<file path="config.mk">
export PLATFORM = sky130hd
export DESIGN_NAME = decode_out_queue
export DESIGN_NICKNAME = d
export VERILOG_FILES = /design/src/verilog/ifd_pkg.sv /design/src/verilog/decode_out_queue.sv
export VERILOG_INCLUDE_DIRS = /design/src /design/src/verilog
export SDC_FILE = /design/constraint.sdc
export NUM_CORES = 1
export LEC_CHECK = 0
export BUFFER_PORTS_ARGS = -buffer_cell sky130_fd_sc_hd__clkbuf_2
export CORE_UTILIZATION = 40
export DETAILED_ROUTE_END_ITERATION = 10
export PLACE_DENSITY = 0.71
export SLEW_MARGIN = 20
export SYNTH_ARGS = -nofsm -noshare
export SYNTH_HDL_FRONTEND = slang
export SYNTH_SLANG_ARGS = --single-unit
</file>
<file path="constraint.sdc">
create_clock -name clock -period 2.3 [get_ports clock]
set_input_delay 0.23 -clock clock [delete_from_list [all_inputs] [get_ports clock]]
set_output_delay 0.23 -clock clock [all_outputs]
set_load 0.05 [all_outputs]
</file>
<file path="src/verilog/ifd_params.svh">
// Fixed widths, depths, write windows and credit counts, included by every fetch/decode source
`ifndef IFD_PARAMS_SVH
`define IFD_PARAMS_SVH

`define IFD_WORD_W        32
`define IFD_ADDR_W        12

// Instruction format, opcode at the top, then D, A and B
`define IFD_OPCODE_W      4
`define IFD_D_W           10
`define IFD_A_W           9
`define IFD_B_W           9

`define IFD_THREADS       8
`define IFD_THREAD_W      3

`define IFD_IM_DEPTH      256
`define IFD_IM_ADDR_W     8

// Opcode decoder address is the thread number above the opcode
`define IFD_OD_W          20
`define IFD_OD_ADDR_W     7

`define IFD_IM_BASE       12'h400
`define IFD_OD_BASE       12'h800
`define IFD_DB_BASE       10'd512

`define IFD_WRITE_RETIME  1
`define IFD_QUEUE_DEPTH   4
`define IFD_OUT_CREDITS   2

`endif

</file>
<file path="src/verilog/ifd_pkg.sv">
// Shared width typedefs and bundle structs for the fetch/decode subsystem, referenced by scope
`default_nettype none

`include "ifd_params.svh"

package ifd_pkg;

    // ----------------------------------------------------------------------
    // Vectors with a meaning of their own

    typedef logic [`IFD_WORD_W-1:0]    word_t;
    typedef logic [`IFD_ADDR_W-1:0]    addr_t;
    typedef logic [`IFD_OPCODE_W-1:0]  opcode_t;
    typedef logic [`IFD_D_W-1:0]       d_operand_t;
    typedef logic [`IFD_A_W-1:0]       a_operand_t;
    typedef logic [`IFD_B_W-1:0]       b_operand_t;
    typedef logic [`IFD_THREAD_W-1:0]  thread_t;
    typedef logic [`IFD_IM_ADDR_W-1:0] im_addr_t;
    typedef logic [`IFD_OD_ADDR_W-1:0] od_addr_t;
    typedef logic [`IFD_OD_W-1:0]      alu_control_t;

    // ----------------------------------------------------------------------
    // Port bundles

    // One write from the processor's write address space
    typedef struct packed {
        logic  ior;
        logic  cancel;
        addr_t addr;
        word_t data;
    } wr_req_t;

    typedef struct packed {
        thread_t  thread;
        im_addr_t pc;
    } fetch_req_t;

    // What the consumer receives for each fetch
    typedef struct packed {
        thread_t      thread;
        alu_control_t alu_control;
        d_operand_t   da;
        d_operand_t   db;
        a_operand_t   a;
        b_operand_t   b;
    } decoded_t;

endpackage

`default_nettype wire

</file>
<file path="src/verilog/decode_out_queue.sv">
// Decoded-instruction FIFO with output credit counting and fetch credit return
`default_nettype none

`include "ifd_params.svh"

module decode_out_queue (
    input  wire                      clock,
    input  wire                      rst_n,
    input  wire                      dec_valid,
    input  wire ifd_pkg::decoded_t   dec_instr,
    input  wire                      out_credit,
    output logic                     out_valid,
    output ifd_pkg::decoded_t        out_instr,
    output logic                     fetch_credit
);

    ifd_pkg::decoded_t                        mem [`IFD_QUEUE_DEPTH];
    logic [$clog2(`IFD_QUEUE_DEPTH)-1:0]      wr_ptr;
    logic [$clog2(`IFD_QUEUE_DEPTH)-1:0]      rd_ptr;
    logic [$clog2(`IFD_QUEUE_DEPTH+1)-1:0]    count;
    logic [$clog2(`IFD_OUT_CREDITS+1)-1:0]    credit_cnt;
    logic                                     push;
    logic                                     pop;

    // Overflow cannot happen because upstream holds only as many fetch
    // credits as there are entries
    assign push = dec_valid;
    assign pop  = (count != '0) && (credit_cnt != '0);

    // ----------------------------------------------------------------------
    // Storage

    always_ff @(posedge clock) begin
        if (push) begin
            mem[wr_ptr] <= dec_instr;
        end
    end

    // ----------------------------------------------------------------------
    // Pointers and occupancy

    // Depth is a power of two, so the pointers wrap on their own
    always_ff @(posedge clock) begin
        if (!rst_n) begin
            wr_ptr <= '0;
            rd_ptr <= '0;
            count  <= '0;
        end else begin
            if (push) begin
                wr_ptr <= wr_ptr + 1'b1;
            end
            if (pop) begin
                rd_ptr <= rd_ptr + 1'b1;
            end
            case ({push, pop})
                2'b10:   count <= count + 1'b1;
                2'b01:   count <= count - 1'b1;
                default: count <= count;
            endcase
        end
    end

    // ----------------------------------------------------------------------
    // Output credits

    always_ff @(posedge clock) begin
        if (!rst_n) begin
            credit_cnt <= `IFD_OUT_CREDITS;
        end else begin
            case ({out_credit, pop})
                2'b10:   credit_cnt <= credit_cnt + 1'b1;
                2'b01:   credit_cnt <= credit_cnt - 1'b1;
                default: credit_cnt <= credit_cnt;
            endcase
        end
    end

    // Every pop hands a fetch credit back upstream in the same cycle
    assign out_valid    = pop;
    assign fetch_credit = pop;
    assign out_instr    = mem[rd_ptr];

endmodule

`default_nettype wire

</file>
==> impl_metrics.json <==
{
  "wl_per_cell_microns": 18.42,
  "rr_startpoint": "count[0]$_SDFFE_PN0P_",
  "setup-violations-final": 0,
  "met2_length_microns": 8674,
  "synth_cells": 373,
  "nFillCells": 1810,
  "wl_microns": 16990,
  "avgSynthCellArea_sq_um": 25.26,
  "ant_nets": 0,
  "crit_type": "flip-flop to primary output",
  "grt.overflow.total": 0,
  "hp-start": "dec_valid",
  "dpl.cell_count": 810,
  "hold_path.class": "primary input to flip-flop",
  "clock_latency_ns": 0.52,
  "ys_warn_count": 0,
  "power.total_mw": 13.97,
  "die_area_sq_mm": 0.02417,
  "syn_nets": 445,
  "worstPathCellList": "buf_16 -> mux4_2 -> buf_2",
  "final_common_cell": "edfxtp_1",
  "slowest_stage": "mux4_2",
  "finalCoreUtilization": 0.5269,
  "most-common-layout-cells": "edfxtp_1 (244), clkbuf_2 (119), dlygate4sd3_1 (62)",
  "dr.max_layer_used": "met4",
  "hold_end": "wr_ptr[1]$_SDFFE_PN0P_",
  "viasPerCell": 4.869,
  "clkTransAtPathRegs_ns": 0.06,
  "vdd_drop_max_mv": 0.7741,
  "power_leakage_nw": 4.165,
  "drt-met1-wl_microns": 7075,
  "r2r_cells": 6,
  "fmax_mhz": 448.9,
  "worst_setup_path_start_kind": "flip-flop",
  "rows": 55,
  "die-width_microns": 155.5,
  "drt_iter0_drc": 250,
  "clock_path_buffers": 3,
  "wl_met3_microns": 892,
  "multi_input_area_sq_mm": 0.001693,
  "setup-tns-final_ns": 0,
  "cpLargestDelayFamily": "multiplexers",
  "critPathMaxStageDelay_ns": 0.56,
  "critical_path_buf_inv_count": 2,
  "cp.arrival_ns": 2.00,
  "boundaryPins": 128,
  "hold_path_depth": 3,
  "cts_tree": "built",
  "synthesis.area_sq_mm": 0.009422,
  "cts_sinks": 255,
  "drv_slew": 0,
  "dr.pass1.iters": 4,
  "core-area_sq_mm": 0.02285,
  "numPortBuffers": 127,
  "reg2reg_to": "count[2]$_SDFFE_PN0P_",
  "tightest_slew_ns": 0.4638,
  "num_vias": 4489,
  "grt_max_degree": 62,
  "synth_cell_type_count": 25,
  "required_ns": 2.07,
  "drc": 0,
  "cp_max_fo": 25,
  "nets": 661,
  "endpoint_kind": "primary output",
  "area_growth_pct": 27.77,
  "regArea_sq_mm": 0.007555,
  "synth-seq-cells": 255,
  "final_cell_count_no_fill": 922,
  "r2r_slack_ns": 0.13,
  "start_util": 0.4124,
  "grt_pass1_vias": 4904,
  "root_buffer": "clkbuf_16",
  "grt_pass1_wl_microns": 26750,
  "rsz0062_at_grt": "yes",
  "max_slew_margin": 0.6908,
  "grt_util_all_layers": 0.1448,
  "cts_htree_levels": 1,
  "dieHeight_microns": 155.5,
  "drv_cap": 0,
  "gp_congestion": 0.6769,
  "ys_seq_area_frac": 0.8011,
  "n_antenna_cell": 0,
  "hold_viol": 0,
  "drive_above_1_share": 0.4056,
  "cts_made_buffers": 26,
  "fin_worst_skew_ns": 0.01857,
  "powerDensity_mw_per_mm2": 1161,
  "timing.hold.ws_ns": 0.1171,
  "dp_hpwl_microns": 10100,
  "status": "finished clean",
  "grt_antenna_before_repair": 0,
  "fin_crit_ns": 2.228,
  "fin_crit_sh": 0.9686
}
-- registers in the layout, summed over array words and instances (netlist names), named ones only --
name / count
count: 3
credit_cnt: 2
mem: 244
rd_ptr: 2
wr_ptr: 2
-- kinds of logic after synthesis --
kind of cell	share of synthesized area
xor+xnor	0.005578
mux	0.1494
compound gates	0.002922
simple gates	0.01062
fa+ha+maj	0.01009
flops	0.8011
buf+inv	0.02032
-- cell type report --
cell class,instances,area share
repair buffers,204,0.1216
clock inverters,16,0.01871
multi-input cells,98,0.1406
flip-flops and latches,255,0.6276
clock buffers,32,0.05769
inverters,4,0.001247
well taps,313,0.03253
-- worst min-delay path: stages --
cell	delay, ns
clkbuf_2	0.18
mux2i_1	0.10
nor2b_1	0.09
-- timing repair --
item                                    in CTS  in global routing
gates cloned                                 0                  0
endpoints found under the setup margin      49                 12
hold buffers                                62                  0
resized for setup                            1                  8
setup buffers                                2                  0
endpoints found under the hold margin      245                  0
-- stage by stage --
step	area, sq um	setup WS (ns)
2_1_floorplan	9427	0.05768
3_3_place_gp	10480	0.2478
3_5_place_dp	10480	0.1574
4_1_cts	12040	0.00003375
5_1_grt	12040	-0.01207
6_report	12040	0.07226
-- report_power, final --
part,switching (mW),internal (mW),total (mW),leakage (nW)
clock network,1.65,2.81,4.45,0.453
logic,2.69,1.34,4.03,1.38
registers,0.109,5.38,5.49,2.33
total,4.45,9.52,14.0,4.17
-- how the worst max path moves through the flow --
stage | from | end | slack [ns] | depth (start not counted)
floorplan | count[0]$_SDFFE_PN0P_ | count[2]$_SDFFE_PN0P_ | 0.06 | 6
global placement | count[0]$_SDFFE_PN0P_ | count[2]$_SDFFE_PN0P_ | 0.25 | 6
detailed placement | count[0]$_SDFFE_PN0P_ | count[2]$_SDFFE_PN0P_ | 0.16 | 6
CTS | flip-flop | out_instr[55] | 0.00003 | 3
global route | flip-flop | out_instr[22] | -0.01 | 3
finish | flip-flop | out_instr[55] | 0.07 | 3
-- layer usage --
| metal | GRT usage | vias to the layer above |
|---|---|---|
| met1 | 0.1803 | 2314 |
| li1 | - | 2018 |
| met3 | 0.03231 | 31 |
| met2 | 0.2548 | 126 |
| met5 | 0 | - |
| met4 | 0.03968 | 0 |
-- Yosys cell counts (all sizes together) --
cell type,instances,share of area
mux2i,3,0.0032
ha,6,0.0080
and2,9,0.0060
a21boi,1,0.00080
xnor2,4,0.0037
dfxtp,11,0.023
inv,4,0.0016
nand3,1,0.00053
nand2,2,0.00080
nor2b,2,0.0013
mux4,61,0.15
nand2b,1,0.00066
fa,1,0.0021
clkbuf,1,0.00040
o32a,1,0.0011
xor2,2,0.0019
edfxtp,244,0.78
buf,15,0.018
or3,2,0.0013
o21ai,2,0.0011
Note: power is estimated with default switching activity, not from simulation.
