File: config.mk
export PLATFORM = sky130hd
export DESIGN_NAME = write_mapper
export DESIGN_NICKNAME = d
export VERILOG_FILES = /design/src/verilog/ifd_pkg.sv /design/src/verilog/write_mapper.sv
export VERILOG_INCLUDE_DIRS = /design/src /design/src/verilog
export SDC_FILE = /design/constraint.sdc
export NUM_CORES = 1
export LEC_CHECK = 0
export BUFFER_PORTS_ARGS = -buffer_cell sky130_fd_sc_hd__buf_2
export CAP_MARGIN = 10
export CORE_UTILIZATION = 35
export CTS_CLUSTER_DIAMETER = 100
export DETAILED_ROUTE_END_ITERATION = 7
export GPL_ROUTABILITY_DRIVEN = 1
export PLACE_DENSITY = 0.85
export SLEW_MARGIN = 20
export SYNTH_ARGS = -nofsm -noshare
export SYNTH_HDL_FRONTEND = slang
export SYNTH_SLANG_ARGS = --single-unit
File: constraint.sdc
create_clock -name clock -period 1.06 [get_ports clock]
set_input_delay 0.159 -clock clock [delete_from_list [all_inputs] [get_ports clock]]
set_output_delay 0.159 -clock clock [all_outputs]
set_load 0.05 [all_outputs]
File: src/verilog/ifd_params.svh
// Fixed widths, depths, write windows and credit counts, included by every fetch/decode source
`ifndef IFD_PARAMS_SVH
`define IFD_PARAMS_SVH

`define IFD_WORD_W        32
`define IFD_ADDR_W        12

// Instruction format, opcode at the top, then D, A and B
`define IFD_OPCODE_W      4
`define IFD_D_W           10
`define IFD_A_W           9
`define IFD_B_W           9

`define IFD_THREADS       8
`define IFD_THREAD_W      3

`define IFD_IM_DEPTH      256
`define IFD_IM_ADDR_W     8

// Opcode decoder address is the thread number above the opcode
`define IFD_OD_W          20
`define IFD_OD_ADDR_W     7

`define IFD_IM_BASE       12'h400
`define IFD_OD_BASE       12'h800
`define IFD_DB_BASE       10'd512

`define IFD_WRITE_RETIME  1
`define IFD_QUEUE_DEPTH   4
`define IFD_OUT_CREDITS   2

`endif

File: src/verilog/ifd_pkg.sv
// Shared width typedefs and bundle structs for the fetch/decode subsystem, referenced by scope
`default_nettype none

`include "ifd_params.svh"

package ifd_pkg;

    // ----------------------------------------------------------------------
    // Vectors with a meaning of their own

    typedef logic [`IFD_WORD_W-1:0]    word_t;
    typedef logic [`IFD_ADDR_W-1:0]    addr_t;
    typedef logic [`IFD_OPCODE_W-1:0]  opcode_t;
    typedef logic [`IFD_D_W-1:0]       d_operand_t;
    typedef logic [`IFD_A_W-1:0]       a_operand_t;
    typedef logic [`IFD_B_W-1:0]       b_operand_t;
    typedef logic [`IFD_THREAD_W-1:0]  thread_t;
    typedef logic [`IFD_IM_ADDR_W-1:0] im_addr_t;
    typedef logic [`IFD_OD_ADDR_W-1:0] od_addr_t;
    typedef logic [`IFD_OD_W-1:0]      alu_control_t;

    // ----------------------------------------------------------------------
    // Port bundles

    // One write from the processor's write address space
    typedef struct packed {
        logic  ior;
        logic  cancel;
        addr_t addr;
        word_t data;
    } wr_req_t;

    typedef struct packed {
        thread_t  thread;
        im_addr_t pc;
    } fetch_req_t;

    // What the consumer receives for each fetch
    typedef struct packed {
        thread_t      thread;
        alu_control_t alu_control;
        d_operand_t   da;
        d_operand_t   db;
        a_operand_t   a;
        b_operand_t   b;
    } decoded_t;

endpackage

`default_nettype wire

File: src/verilog/write_mapper.sv
// Qualifies and retimes processor writes, then maps them onto the IM and OD write windows
`default_nettype none

`include "ifd_params.svh"

module write_mapper (
    input  wire                   clock,
    input  wire                   rst_n,
    input  wire                   wr_valid,
    input  wire ifd_pkg::wr_req_t wr_req,
    output logic                  im_wren,
    output ifd_pkg::im_addr_t     im_waddr,
    output logic                  od_wren,
    output ifd_pkg::od_addr_t     od_waddr,
    output ifd_pkg::word_t        wdata
);

    logic                         instruction_ok;
    logic [`IFD_WRITE_RETIME-1:0] ok_pipe;
    ifd_pkg::addr_t               addr_pipe [`IFD_WRITE_RETIME];
    ifd_pkg::word_t               data_pipe [`IFD_WRITE_RETIME];
    ifd_pkg::addr_t               addr_rt;
    ifd_pkg::addr_t               im_offset;
    ifd_pkg::addr_t               od_offset;
    logic                         im_hit;
    logic                         od_hit;

    // A cancelled or never-issued instruction must not write anything
    assign instruction_ok = wr_valid && wr_req.ior && !wr_req.cancel;

    // ----------------------------------------------------------------------
    // Retiming delay line

    always_ff @(posedge clock) begin
        if (!rst_n) begin
            ok_pipe <= '0;
        end else begin
            ok_pipe[0] <= instruction_ok;
            for (int i = 1; i < `IFD_WRITE_RETIME; i++) begin
                ok_pipe[i] <= ok_pipe[i-1];
            end
        end
    end

    always_ff @(posedge clock) begin
        addr_pipe[0] <= wr_req.addr;
        data_pipe[0] <= wr_req.data;
        for (int i = 1; i < `IFD_WRITE_RETIME; i++) begin
            addr_pipe[i] <= addr_pipe[i-1];
            data_pipe[i] <= data_pipe[i-1];
        end
    end

    assign addr_rt = addr_pipe[`IFD_WRITE_RETIME-1];
    assign wdata   = data_pipe[`IFD_WRITE_RETIME-1];

    // ----------------------------------------------------------------------
    // Window decode, the two windows do not overlap

    assign im_offset = addr_rt - `IFD_IM_BASE;
    assign od_offset = addr_rt - `IFD_OD_BASE;

    assign im_hit = (addr_rt >= `IFD_IM_BASE) && (addr_rt < `IFD_IM_BASE + `IFD_IM_DEPTH);
    assign od_hit = (addr_rt >= `IFD_OD_BASE)
                 && (addr_rt < `IFD_OD_BASE + (1 << `IFD_OD_ADDR_W));

    assign im_wren  = ok_pipe[`IFD_WRITE_RETIME-1] && im_hit;
    assign od_wren  = ok_pipe[`IFD_WRITE_RETIME-1] && od_hit;
    assign im_waddr = im_offset[`IFD_IM_ADDR_W-1:0];
    assign od_waddr = od_offset[`IFD_OD_ADDR_W-1:0];

endmodule

`default_nettype wire

==> impl_metrics.json, run 1 <==
{
  "status": "complete, but fails checks",
  "violations": "DRC, setup timing",
  "antenna_found_initial": 0,
  "cts_htree_levels": 2,
  "synthDominantCellAreaShare": 0.854,
  "vias": 954,
  "wl_met1_um": 865,
  "die_x_um": 56.9,
  "drt.antenna.violating_nets": 0,
  "worstPathArrival_ns": 1.49,
  "irDropWorstVdd_mv": 1.02,
  "top_layer": "met4",
  "grt_max_degree": 14,
  "end_kind": "primary output",
  "vias_per_cell": 4.17,
  "period_needed_ns": 1.65,
  "finalCritPeriodShare": 1.56,
  "syn-cell-area_mm2": 0.00105,
  "hold_start": "rst_n",
  "n_antenna_cell": 0,
  "synthCells": 64,
  "io_pins": 98,
  "cts.sinks": 45,
  "fp.coreArea_mm2": 0.00281,
  "port_buffers": 97,
  "ys_seq_area_frac": 0.854,
  "first_pass_iters": 6,
  "finalSetupViolCount": 2,
  "route.met3.wl_um": 271,
  "crit_fanout": 2,
  "fin_ws_ns": -0.593,
  "cts_buffers": 5,
  "grt_pass1_vias": 1073,
  "synth.distinct_cells": 6,
  "startpoint_type": "flip-flop",
  "critPathMaxStageDelay_ns": 0.42,
  "maxCapViolations": 0,
  "cts_tree": "yes",
  "cp_slowest_cell": "or3b_4",
  "slew_viol_final": 0,
  "yosys_warnings": 0,
  "first_iter_violations": 27,
  "die_y_um": 56.9,
  "tns_ns": -1.14,
  "place_ws_ns": -0.313,
  "drt-wirelength-per-cell_um": 13.7,
  "start_util": 0.376,
  "hold_class": "in -> reg",
  "rsz0062_at_grt": "yes",
  "tightest_slew_ns": 0.199,
  "syn_nets": 113,
  "drc": 12,
  "synthTopCellsByArea": "dfxtp_1, buf_4, nor4b_2",
  "leakagePower_nw": 1.11,
  "grt_pass1_wl_um": 4590,
  "clock.fmax_ghz": 0.605,
  "critPathKind": "reg -> out",
  "hold_end": "ok_pipe$_SDFF_PN0_",
  "fillers": 153,
  "routed_wl_um": 3130,
  "gp_congestion": 0.659,
  "syn_to_final_growth_pct": 122,
  "avgSynthCellArea_um2": 16.5,
  "hold_depth": 2,
  "num_rows": 19,
  "grt_overflow_total": 0,
  "design.die.area_mm2": 0.00324,
  "wl_met2_um": 1930,
  "synth_seq_cells": 45,
  "cp_data_required_time_ns": 0.90,
  "nets": 246,
  "power_density_mw_per_mm2": 1440,
  "relSlewSlack": 0.867,
  "cts_max_path_buffers": 2,
  "drive_gt1_frac": 0.641,
  "clk_pin_slew_ns": 0.11,
  "hold_viol_final": 0,
  "grt_usage": 0.200,
  "crit_chain": "or3b_4, nor4b_4, buf_6",
  "synth_top_cell_by_area": "dfxtp_1",
  "clockRootBuffer": "clkbuf_4"
}
## metrics by stage
stage	hold slack, ns	util	std cells	power [mW]	area (µm²)
4_1_cts	0.0736	0.773	229	3.32	2170
6_report	0.0887	0.835	229	3.37	2340
2_1_floorplan	0.187	-	64	2.24	1080
3_3_place_gp	0.261	0.531	177	2.36	1490
5_1_grt	0.0741	0.835	229	3.50	2340
3_5_place_dp	0.263	0.531	177	2.37	1490
## kinds of logic after synthesis
logic type             Yosys count  synth area share
buffers and inverters           15             0.107
DFF                             45             0.854
and+or+nand+nor                  4            0.0391
## power by group
| part | switching (mW) | internal, mW | total [mW] |
|---|---|---|---|
| combinational | 0.423 | 0.357 | 0.780 |
| clock | 0.494 | 0.253 | 0.748 |
| sequential | 0.0529 | 1.79 | 1.84 |
| total | 0.970 | 2.40 | 3.37 |
## timing repair
item / in CTS / in global routing
setup buffers: 0 / 0
hold buffers: 44 / 0
hold endpoints to repair: 44 / 0
setup endpoints to repair: 49 / 46
resized for setup: 71 / 56
pin swaps: 2 / 0
## critical path: cells and delay by family, from the launching register on
family                 cells  cell delay (ns)
buffers and inverters      1             0.19
DFF                        1             0.32
and+or+nand+nor            2             0.65
## area by class of cell
cell class | instances | area, µm² | area share
Clock buffer | 6 | 41.3 | 0.0176
Tap cell | 31 | 38.8 | 0.0166
Sequential cell | 45 | 933 | 0.399
Timing Repair Buffer | 141 | 1250 | 0.536
Multi-Input combinational cell | 4 | 63.8 | 0.0272
Clock inverter | 2 | 10.0 | 0.00427
## placed cells by master, fill, tap and decap left out, types with 2 or more instances in the layout
| master | count |
|---|---|
| dlygate4sd3_1 | 44 |
| dfxtp_4 | 3 |
| dfxtp_1 | 25 |
| buf_2 | 48 |
| clkinv_2 | 2 |
| dfxtp_2 | 17 |
| buf_8 | 9 |
| buf_4 | 3 |
| buf_6 | 37 |
| clkbuf_4 | 5 |
## worst max path at each step
stage | endpoint | slack [ns] | startpoint | cells past startpoint
after floorplan | od_wren | -0.42 | addr_pipe[0][9]$_DFF_P_ | 2
after global placement | od_wren | -0.29 | addr_pipe[0][9]$_DFF_P_ | 3
after detailed placement | od_wren | -0.31 | addr_pipe[0][9]$_DFF_P_ | 3
after CTS | od_wren | -0.62 | addr_pipe[0][8]$_DFF_P_ | 3
after global routing | od_wren | -0.67 | addr_pipe[0][8]$_DFF_P_ | 3
final | od_wren | -0.59 | addr_pipe[0][8]$_DFF_P_ | 3
## flip-flops by register name, indices dropped and copies added (netlist names)
| signal | flops |
|---|---|
| addr_pipe | 12 |
| data_pipe | 32 |
| ok_pipe | 1 |
## per-layer routing
layer  GRT usage  vias up
li1            -      452
met1       0.155      437
met2       0.412       58
met3      0.0806        7
met4      0.0871        0
met5           0        -
## synthesized netlist by cell type
library cell	number
nor3b_1	1
and4b_1	1
or3b_1	1
buf_4	15
nor4b_2	1
dfxtp_1	45
(Power assumes the default switching activity.)
==> run 2: changes to the inputs <==
--- a/config.mk
+++ b/config.mk
@@ -13,6 +13,7 @@
 export DETAILED_ROUTE_END_ITERATION = 7
 export GPL_ROUTABILITY_DRIVEN = 1
 export PLACE_DENSITY = 0.85
+export SETUP_SLACK_MARGIN = 0.2
 export SLEW_MARGIN = 20
 export SYNTH_ARGS = -nofsm -noshare
 export SYNTH_HDL_FRONTEND = slang
==> constraint.sdc (replaced) <==
create_clock -name clock -period 1.8 [get_ports clock]
set_input_delay 0.27 -clock clock [delete_from_list [all_inputs] [get_ports clock]]
set_output_delay 0.27 -clock clock [all_outputs]
set_load 0.05 [all_outputs]
==> impl_metrics.json, run 2 (synthesized netlist as in run 1, its figures left out) <==
{
  "maxCapViolations": 0,
  "leakagePower_nw": 0.955,
  "vias": 876,
  "tns_ns": 0,
  "grt_overflow_total": 0,
  "n_antenna_cell": 0,
  "critPathMaxStageDelay_ns": 0.41,
  "antenna_found_initial": 0,
  "status": "complete, but fails checks",
  "fin_ws_ns": 0.0310,
  "cts_tree": "yes",
  "slew_viol_final": 0,
  "drc": 10,
  "violations": "DRC",
  "grt_pass1_vias": 670,
  "fp.coreArea_mm2": 0.00281,
  "die_x_um": 56.9,
  "utilization": 0.670,
  "largest_reg_flops": 32,
  "top_register": "data_pipe",
  "crit_fanout": 2,
  "cpLargestDelayFamily": "simple AND/OR/NAND/NOR gates",
  "top_regs": "data_pipe x32, addr_pipe x12, ok_pipe x1",
  "cts.sinks": 45,
  "layout_commonest_cell": "buf_2",
  "irDropWorstVdd_mv": 0.638,
  "cp_slowest_cell": "or3b_4",
  "first_iter_violations": 22,
  "start_util": 0.376,
  "relSlewSlack": 0.820,
  "grt_pass1_wl_um": 2860,
  "nets": 232,
  "grt_usage": 0.126,
  "drt.antenna.violating_nets": 0,
  "num_rows": 19,
  "placed_area_mm2": 0.00148,
  "die_y_um": 56.9,
  "end_kind": "primary output",
  "clk_pin_slew_ns": 0.11,
  "period_needed_ns": 1.77,
  "cts_buffers": 5,
  "tightest_slew_ns": 0.272,
  "routed_wl_um": 2540,
  "critPathKind": "reg -> out",
  "cts_htree_levels": 2,
  "grt_max_degree": 14,
  "drive_gt1_frac": 0.582,
  "layout_common_cells": "buf_2, dfxtp_1, dlygate4sd3_1",
  "worstPathArrival_ns": 1.50,
  "finalSetupViolCount": 0,
  "dp_hpwl_um": 1640,
  "cp_data_required_time_ns": 1.53,
  "crit_chain": "or3b_4, nor4b_4, buf_6",
  "finalCritPeriodShare": 0.983,
  "first_pass_iters": 5,
  "drt-wirelength-per-cell_um": 11.8,
  "gp_congestion": 0.696,
  "startpoint_type": "flip-flop",
  "syn_to_final_growth_pct": 78.3,
  "crit_buf_inv": 1,
  "fin_area_mm2": 0.00188,
  "hold_viol_final": 0,
  "vias_per_cell": 4.07,
  "io_pins": 98,
  "cts_max_path_buffers": 2,
  "power_density_mw_per_mm2": 1080,
  "rsz0062_at_grt": "yes",
  "port_buffers": 97,
  "clockRootBuffer": "clkbuf_4",
  "hold_class": "in -> reg",
  "design.die.area_mm2": 0.00324,
  "clock.fmax_ghz": 0.565,
  "place_ws_ns": 0.299
}
## run 2: cell count changes in the layout (fill, tap and decap cells not counted), moves of 2 or more
| cell | before | now |
|---|---|---|
| buf_8 | 9 | 0 |
| dfxtp_4 | 3 | 0 |
| dfxtp_2 | 17 | 0 |
| dfxtp_1 | 25 | 45 |
| dlygate4sd3_1 | 44 | 30 |
| clkinv_2 | 2 | 0 |
| buf_4 | 3 | 0 |
| buf_6 | 37 | 2 |
| buf_2 | 48 | 95 |
## run 2: final cells by class
type,count,area (µm²)
multi-input combinational,4,57.6
tap,31,38.8
sequential,45,901
timing repair buffer,127,798
clock buffer,7,55.1
fill,209,925
clock inverter,1,30.0
## run 2: stage by stage
step	hold slack, ns	total power, mW	cells
after floorplan	0.298	1.32	64
after global placement	0.372	1.39	177
after detailed placement	0.374	1.39	177
after CTS	0.00773	2.01	185
after global routing	-0.00324	2.12	215
final	0.0241	2.04	215
## run 2: power breakdown
group	switching (mW)	internal (mW)	total, mW
Combinational	0.241	0.118	0.358
Clock	0.284	0.332	0.615
Sequential	0.0152	1.05	1.06
Total	0.539	1.50	2.04
## run 2: path summary, 6_finish.rpt
path	cells after the start	end	start
hold / removal	1	data_pipe[0][22]$_DFF_P_	wr_req[22]
setup / recovery	3	od_wren	addr_pipe[0][9]$_DFF_P_
## run 2: routing by layer
layer	routed length (µm)	track usage
met1	805	0.125
met4	93	0.105
met3	237	0.0507
met5	0	0
met2	1410	0.205
## run 2: repair_timing
| item | in CTS | in global routing |
|---|---|---|
| hold buffers | 0 | 30 |
| setup endpoints to repair | 2 | 2 |
| endpoints found under the hold margin | 0 | 30 |
| pin swaps | 0 | 1 |
| resized for setup | 5 | 0 |
| gates cloned | 0 | 0 |
| setup buffers | 0 | 0 |
==> run 3: changes to the inputs <==
--- a/config.mk
+++ b/config.mk
@@ -7,12 +7,14 @@
 export NUM_CORES = 1
 export LEC_CHECK = 0
 export BUFFER_PORTS_ARGS = -buffer_cell sky130_fd_sc_hd__buf_2
-export CAP_MARGIN = 10
-export CORE_UTILIZATION = 35
+export CAP_MARGIN = 20
+export CELL_PAD_IN_SITES_DETAIL_PLACEMENT = 1
+export CELL_PAD_IN_SITES_GLOBAL_PLACEMENT = 2
+export CORE_UTILIZATION = 19
 export CTS_CLUSTER_DIAMETER = 100
 export DETAILED_ROUTE_END_ITERATION = 7
 export GPL_ROUTABILITY_DRIVEN = 1
-export PLACE_DENSITY = 0.85
+export PLACE_DENSITY = 0.82
 export SETUP_SLACK_MARGIN = 0.2
 export SLEW_MARGIN = 20
 export SYNTH_ARGS = -nofsm -noshare
==> impl_metrics.json, run 3 (synthesized netlist as in run 1, its figures left out) <==
{
  "clockRootBuffer": "clkbuf_8",
  "drive_gt1_frac": 0.701,
  "hold_depth": 1,
  "worstPathArrival_ns": 1.41,
  "cp_data_required_time_ns": 1.53,
  "syn_to_final_growth_pct": 57.8,
  "die_y_um": 76.5,
  "relSlewSlack": 0.827,
  "drt-wirelength-per-cell_um": 10.5,
  "cts_htree_levels": 2,
  "drc": 0,
  "finalCritPeriodShare": 0.936,
  "status": "complete, no violations",
  "io_pins": 98,
  "n_antenna_cell": 0,
  "largest_reg_flops": 32,
  "fillers": 601,
  "cts_setup_buffers": 0,
  "maxCapViolations": 0,
  "cts_max_path_buffers": 2,
  "dp_hpwl_um": 1960,
  "power_density_mw_per_mm2": 1290,
  "layout_common_cells": "buf_2, dfxtp_1, clkbuf_8",
  "grt_pass1_wl_um": 3710,
  "drt.antenna.violating_nets": 0,
  "die_x_um": 76.5,
  "top_regs": "data_pipe x32, addr_pipe x12, ok_pipe x1",
  "cts_tree": "yes",
  "grt_max_degree": 15,
  "cts_hold_buffers": 0,
  "gp_congestion": 0.661,
  "nets": 202,
  "first_pass_iters": 2,
  "hold_start": "wr_req[28]",
  "irDropWorstVdd_mv": 0.520,
  "leakagePower_nw": 0.842,
  "end_kind": "primary output",
  "cts.sinks": 45,
  "tns_ns": 0,
  "antenna_found_initial": 0,
  "port_buffers": 97,
  "finalSetupViolCount": 0,
  "utilization": 0.318,
  "tightest_slew_ns": 0.261,
  "grt_pass1_vias": 758,
  "total_power_mw": 2.14,
  "design.die.area_mm2": 0.00585,
  "first_iter_violations": 6,
  "num_rows": 26,
  "fp.coreArea_mm2": 0.00524,
  "layout_commonest_cell": "buf_2",
  "clock.fmax_ghz": 0.594,
  "crit_fanout": 2,
  "vias": 753,
  "fin_ws_ns": 0.115,
  "grt_usage": 0.0844,
  "place_ws_ns": 0.307,
  "routed_wl_um": 2350,
  "startpoint_type": "flip-flop",
  "clk_pin_slew_ns": 0.08,
  "grt_overflow_total": 0,
  "rsz0062_at_grt": "yes",
  "cts_buffers": 5,
  "period_needed_ns": 1.68,
  "vias_per_cell": 3.36,
  "slew_viol_final": 0,
  "hold_class": "in -> reg",
  "start_util": 0.201,
  "top_register": "data_pipe",
  "critPathKind": "reg -> out",
  "hold_end": "data_pipe[0][28]$_DFF_P_",
  "hold_viol_final": 0
}
run 3: cell count changes in the layout (fill, tap and decap cells not counted):
cell / before / now
clkbuf_1: 1 / 0
clkbuf_8: 1 / 6
clkbuf_4: 5 / 0
clkinvlp_4: 0 / 1
dlygate4sd3_1: 30 / 0
run 3: through the flow:
stage / hold slack, ns / cells / cell area (µm²)
after detailed placement: 0.374 / 216 / 1530
after floorplan: 0.298 / 64 / 1070
after CTS: 0.0632 / 224 / 1660
after global placement: 0.372 / 216 / 1530
final: 0.0777 / 224 / 1660
after global routing: 0.0501 / 224 / 1660
run 3: critical path: stages, from the launching register on:
cell and delay (ns):
dfxtp_1 0.30, or3b_4 0.41, nor4b_4 0.23, buf_6 0.19
run 3: repair_timing:
action	CTS	global route
hold endpoints to repair	0	0
setup endpoints to repair	2	2
resized for setup	5	0
pin swaps	1	1
run 3: how the worst max path moves through the flow:
stage                                  startpoint  endpoint  slack (ns)  depth (start not counted)
after floorplan           addr_pipe[0][9]$_DFF_P_   im_wren        0.12                          2
after global placement    addr_pipe[0][9]$_DFF_P_   od_wren        0.32                          3
after detailed placement  addr_pipe[0][9]$_DFF_P_   od_wren        0.31                          3
after CTS                 addr_pipe[0][9]$_DFF_P_   od_wren        0.09                          3
after global routing      addr_pipe[0][9]$_DFF_P_   od_wren        0.06                          3
final                     addr_pipe[0][9]$_DFF_P_   od_wren        0.12                          3
run 3: power by group:
group	internal (mW)	switching (mW)	leakage [nW]	total, mW
clock	0.451	0.321	0.0574	0.772
sequential	1.05	0.0145	0.379	1.06
combinational	0.0750	0.231	0.405	0.306
run 3: layer usage:
layer	global-route usage	vias to the layer above	routed length, µm
li1	-	360	-
met1	0.0811	342	829
met2	0.153	48	1280
met3	0.0443	3	225
met4	0.0288	0	10
met5	0	-	0
run 3: final cells by class:
type                       count  area (µm²)  share of cell area
sequential                    45         901               0.541
multi-input combinational      4        57.6              0.0346
clock buffer                   6        82.6              0.0496
timing repair buffer          97         498               0.299
tap                           70        87.6              0.0526
clock inverter                 2        37.5              0.0226
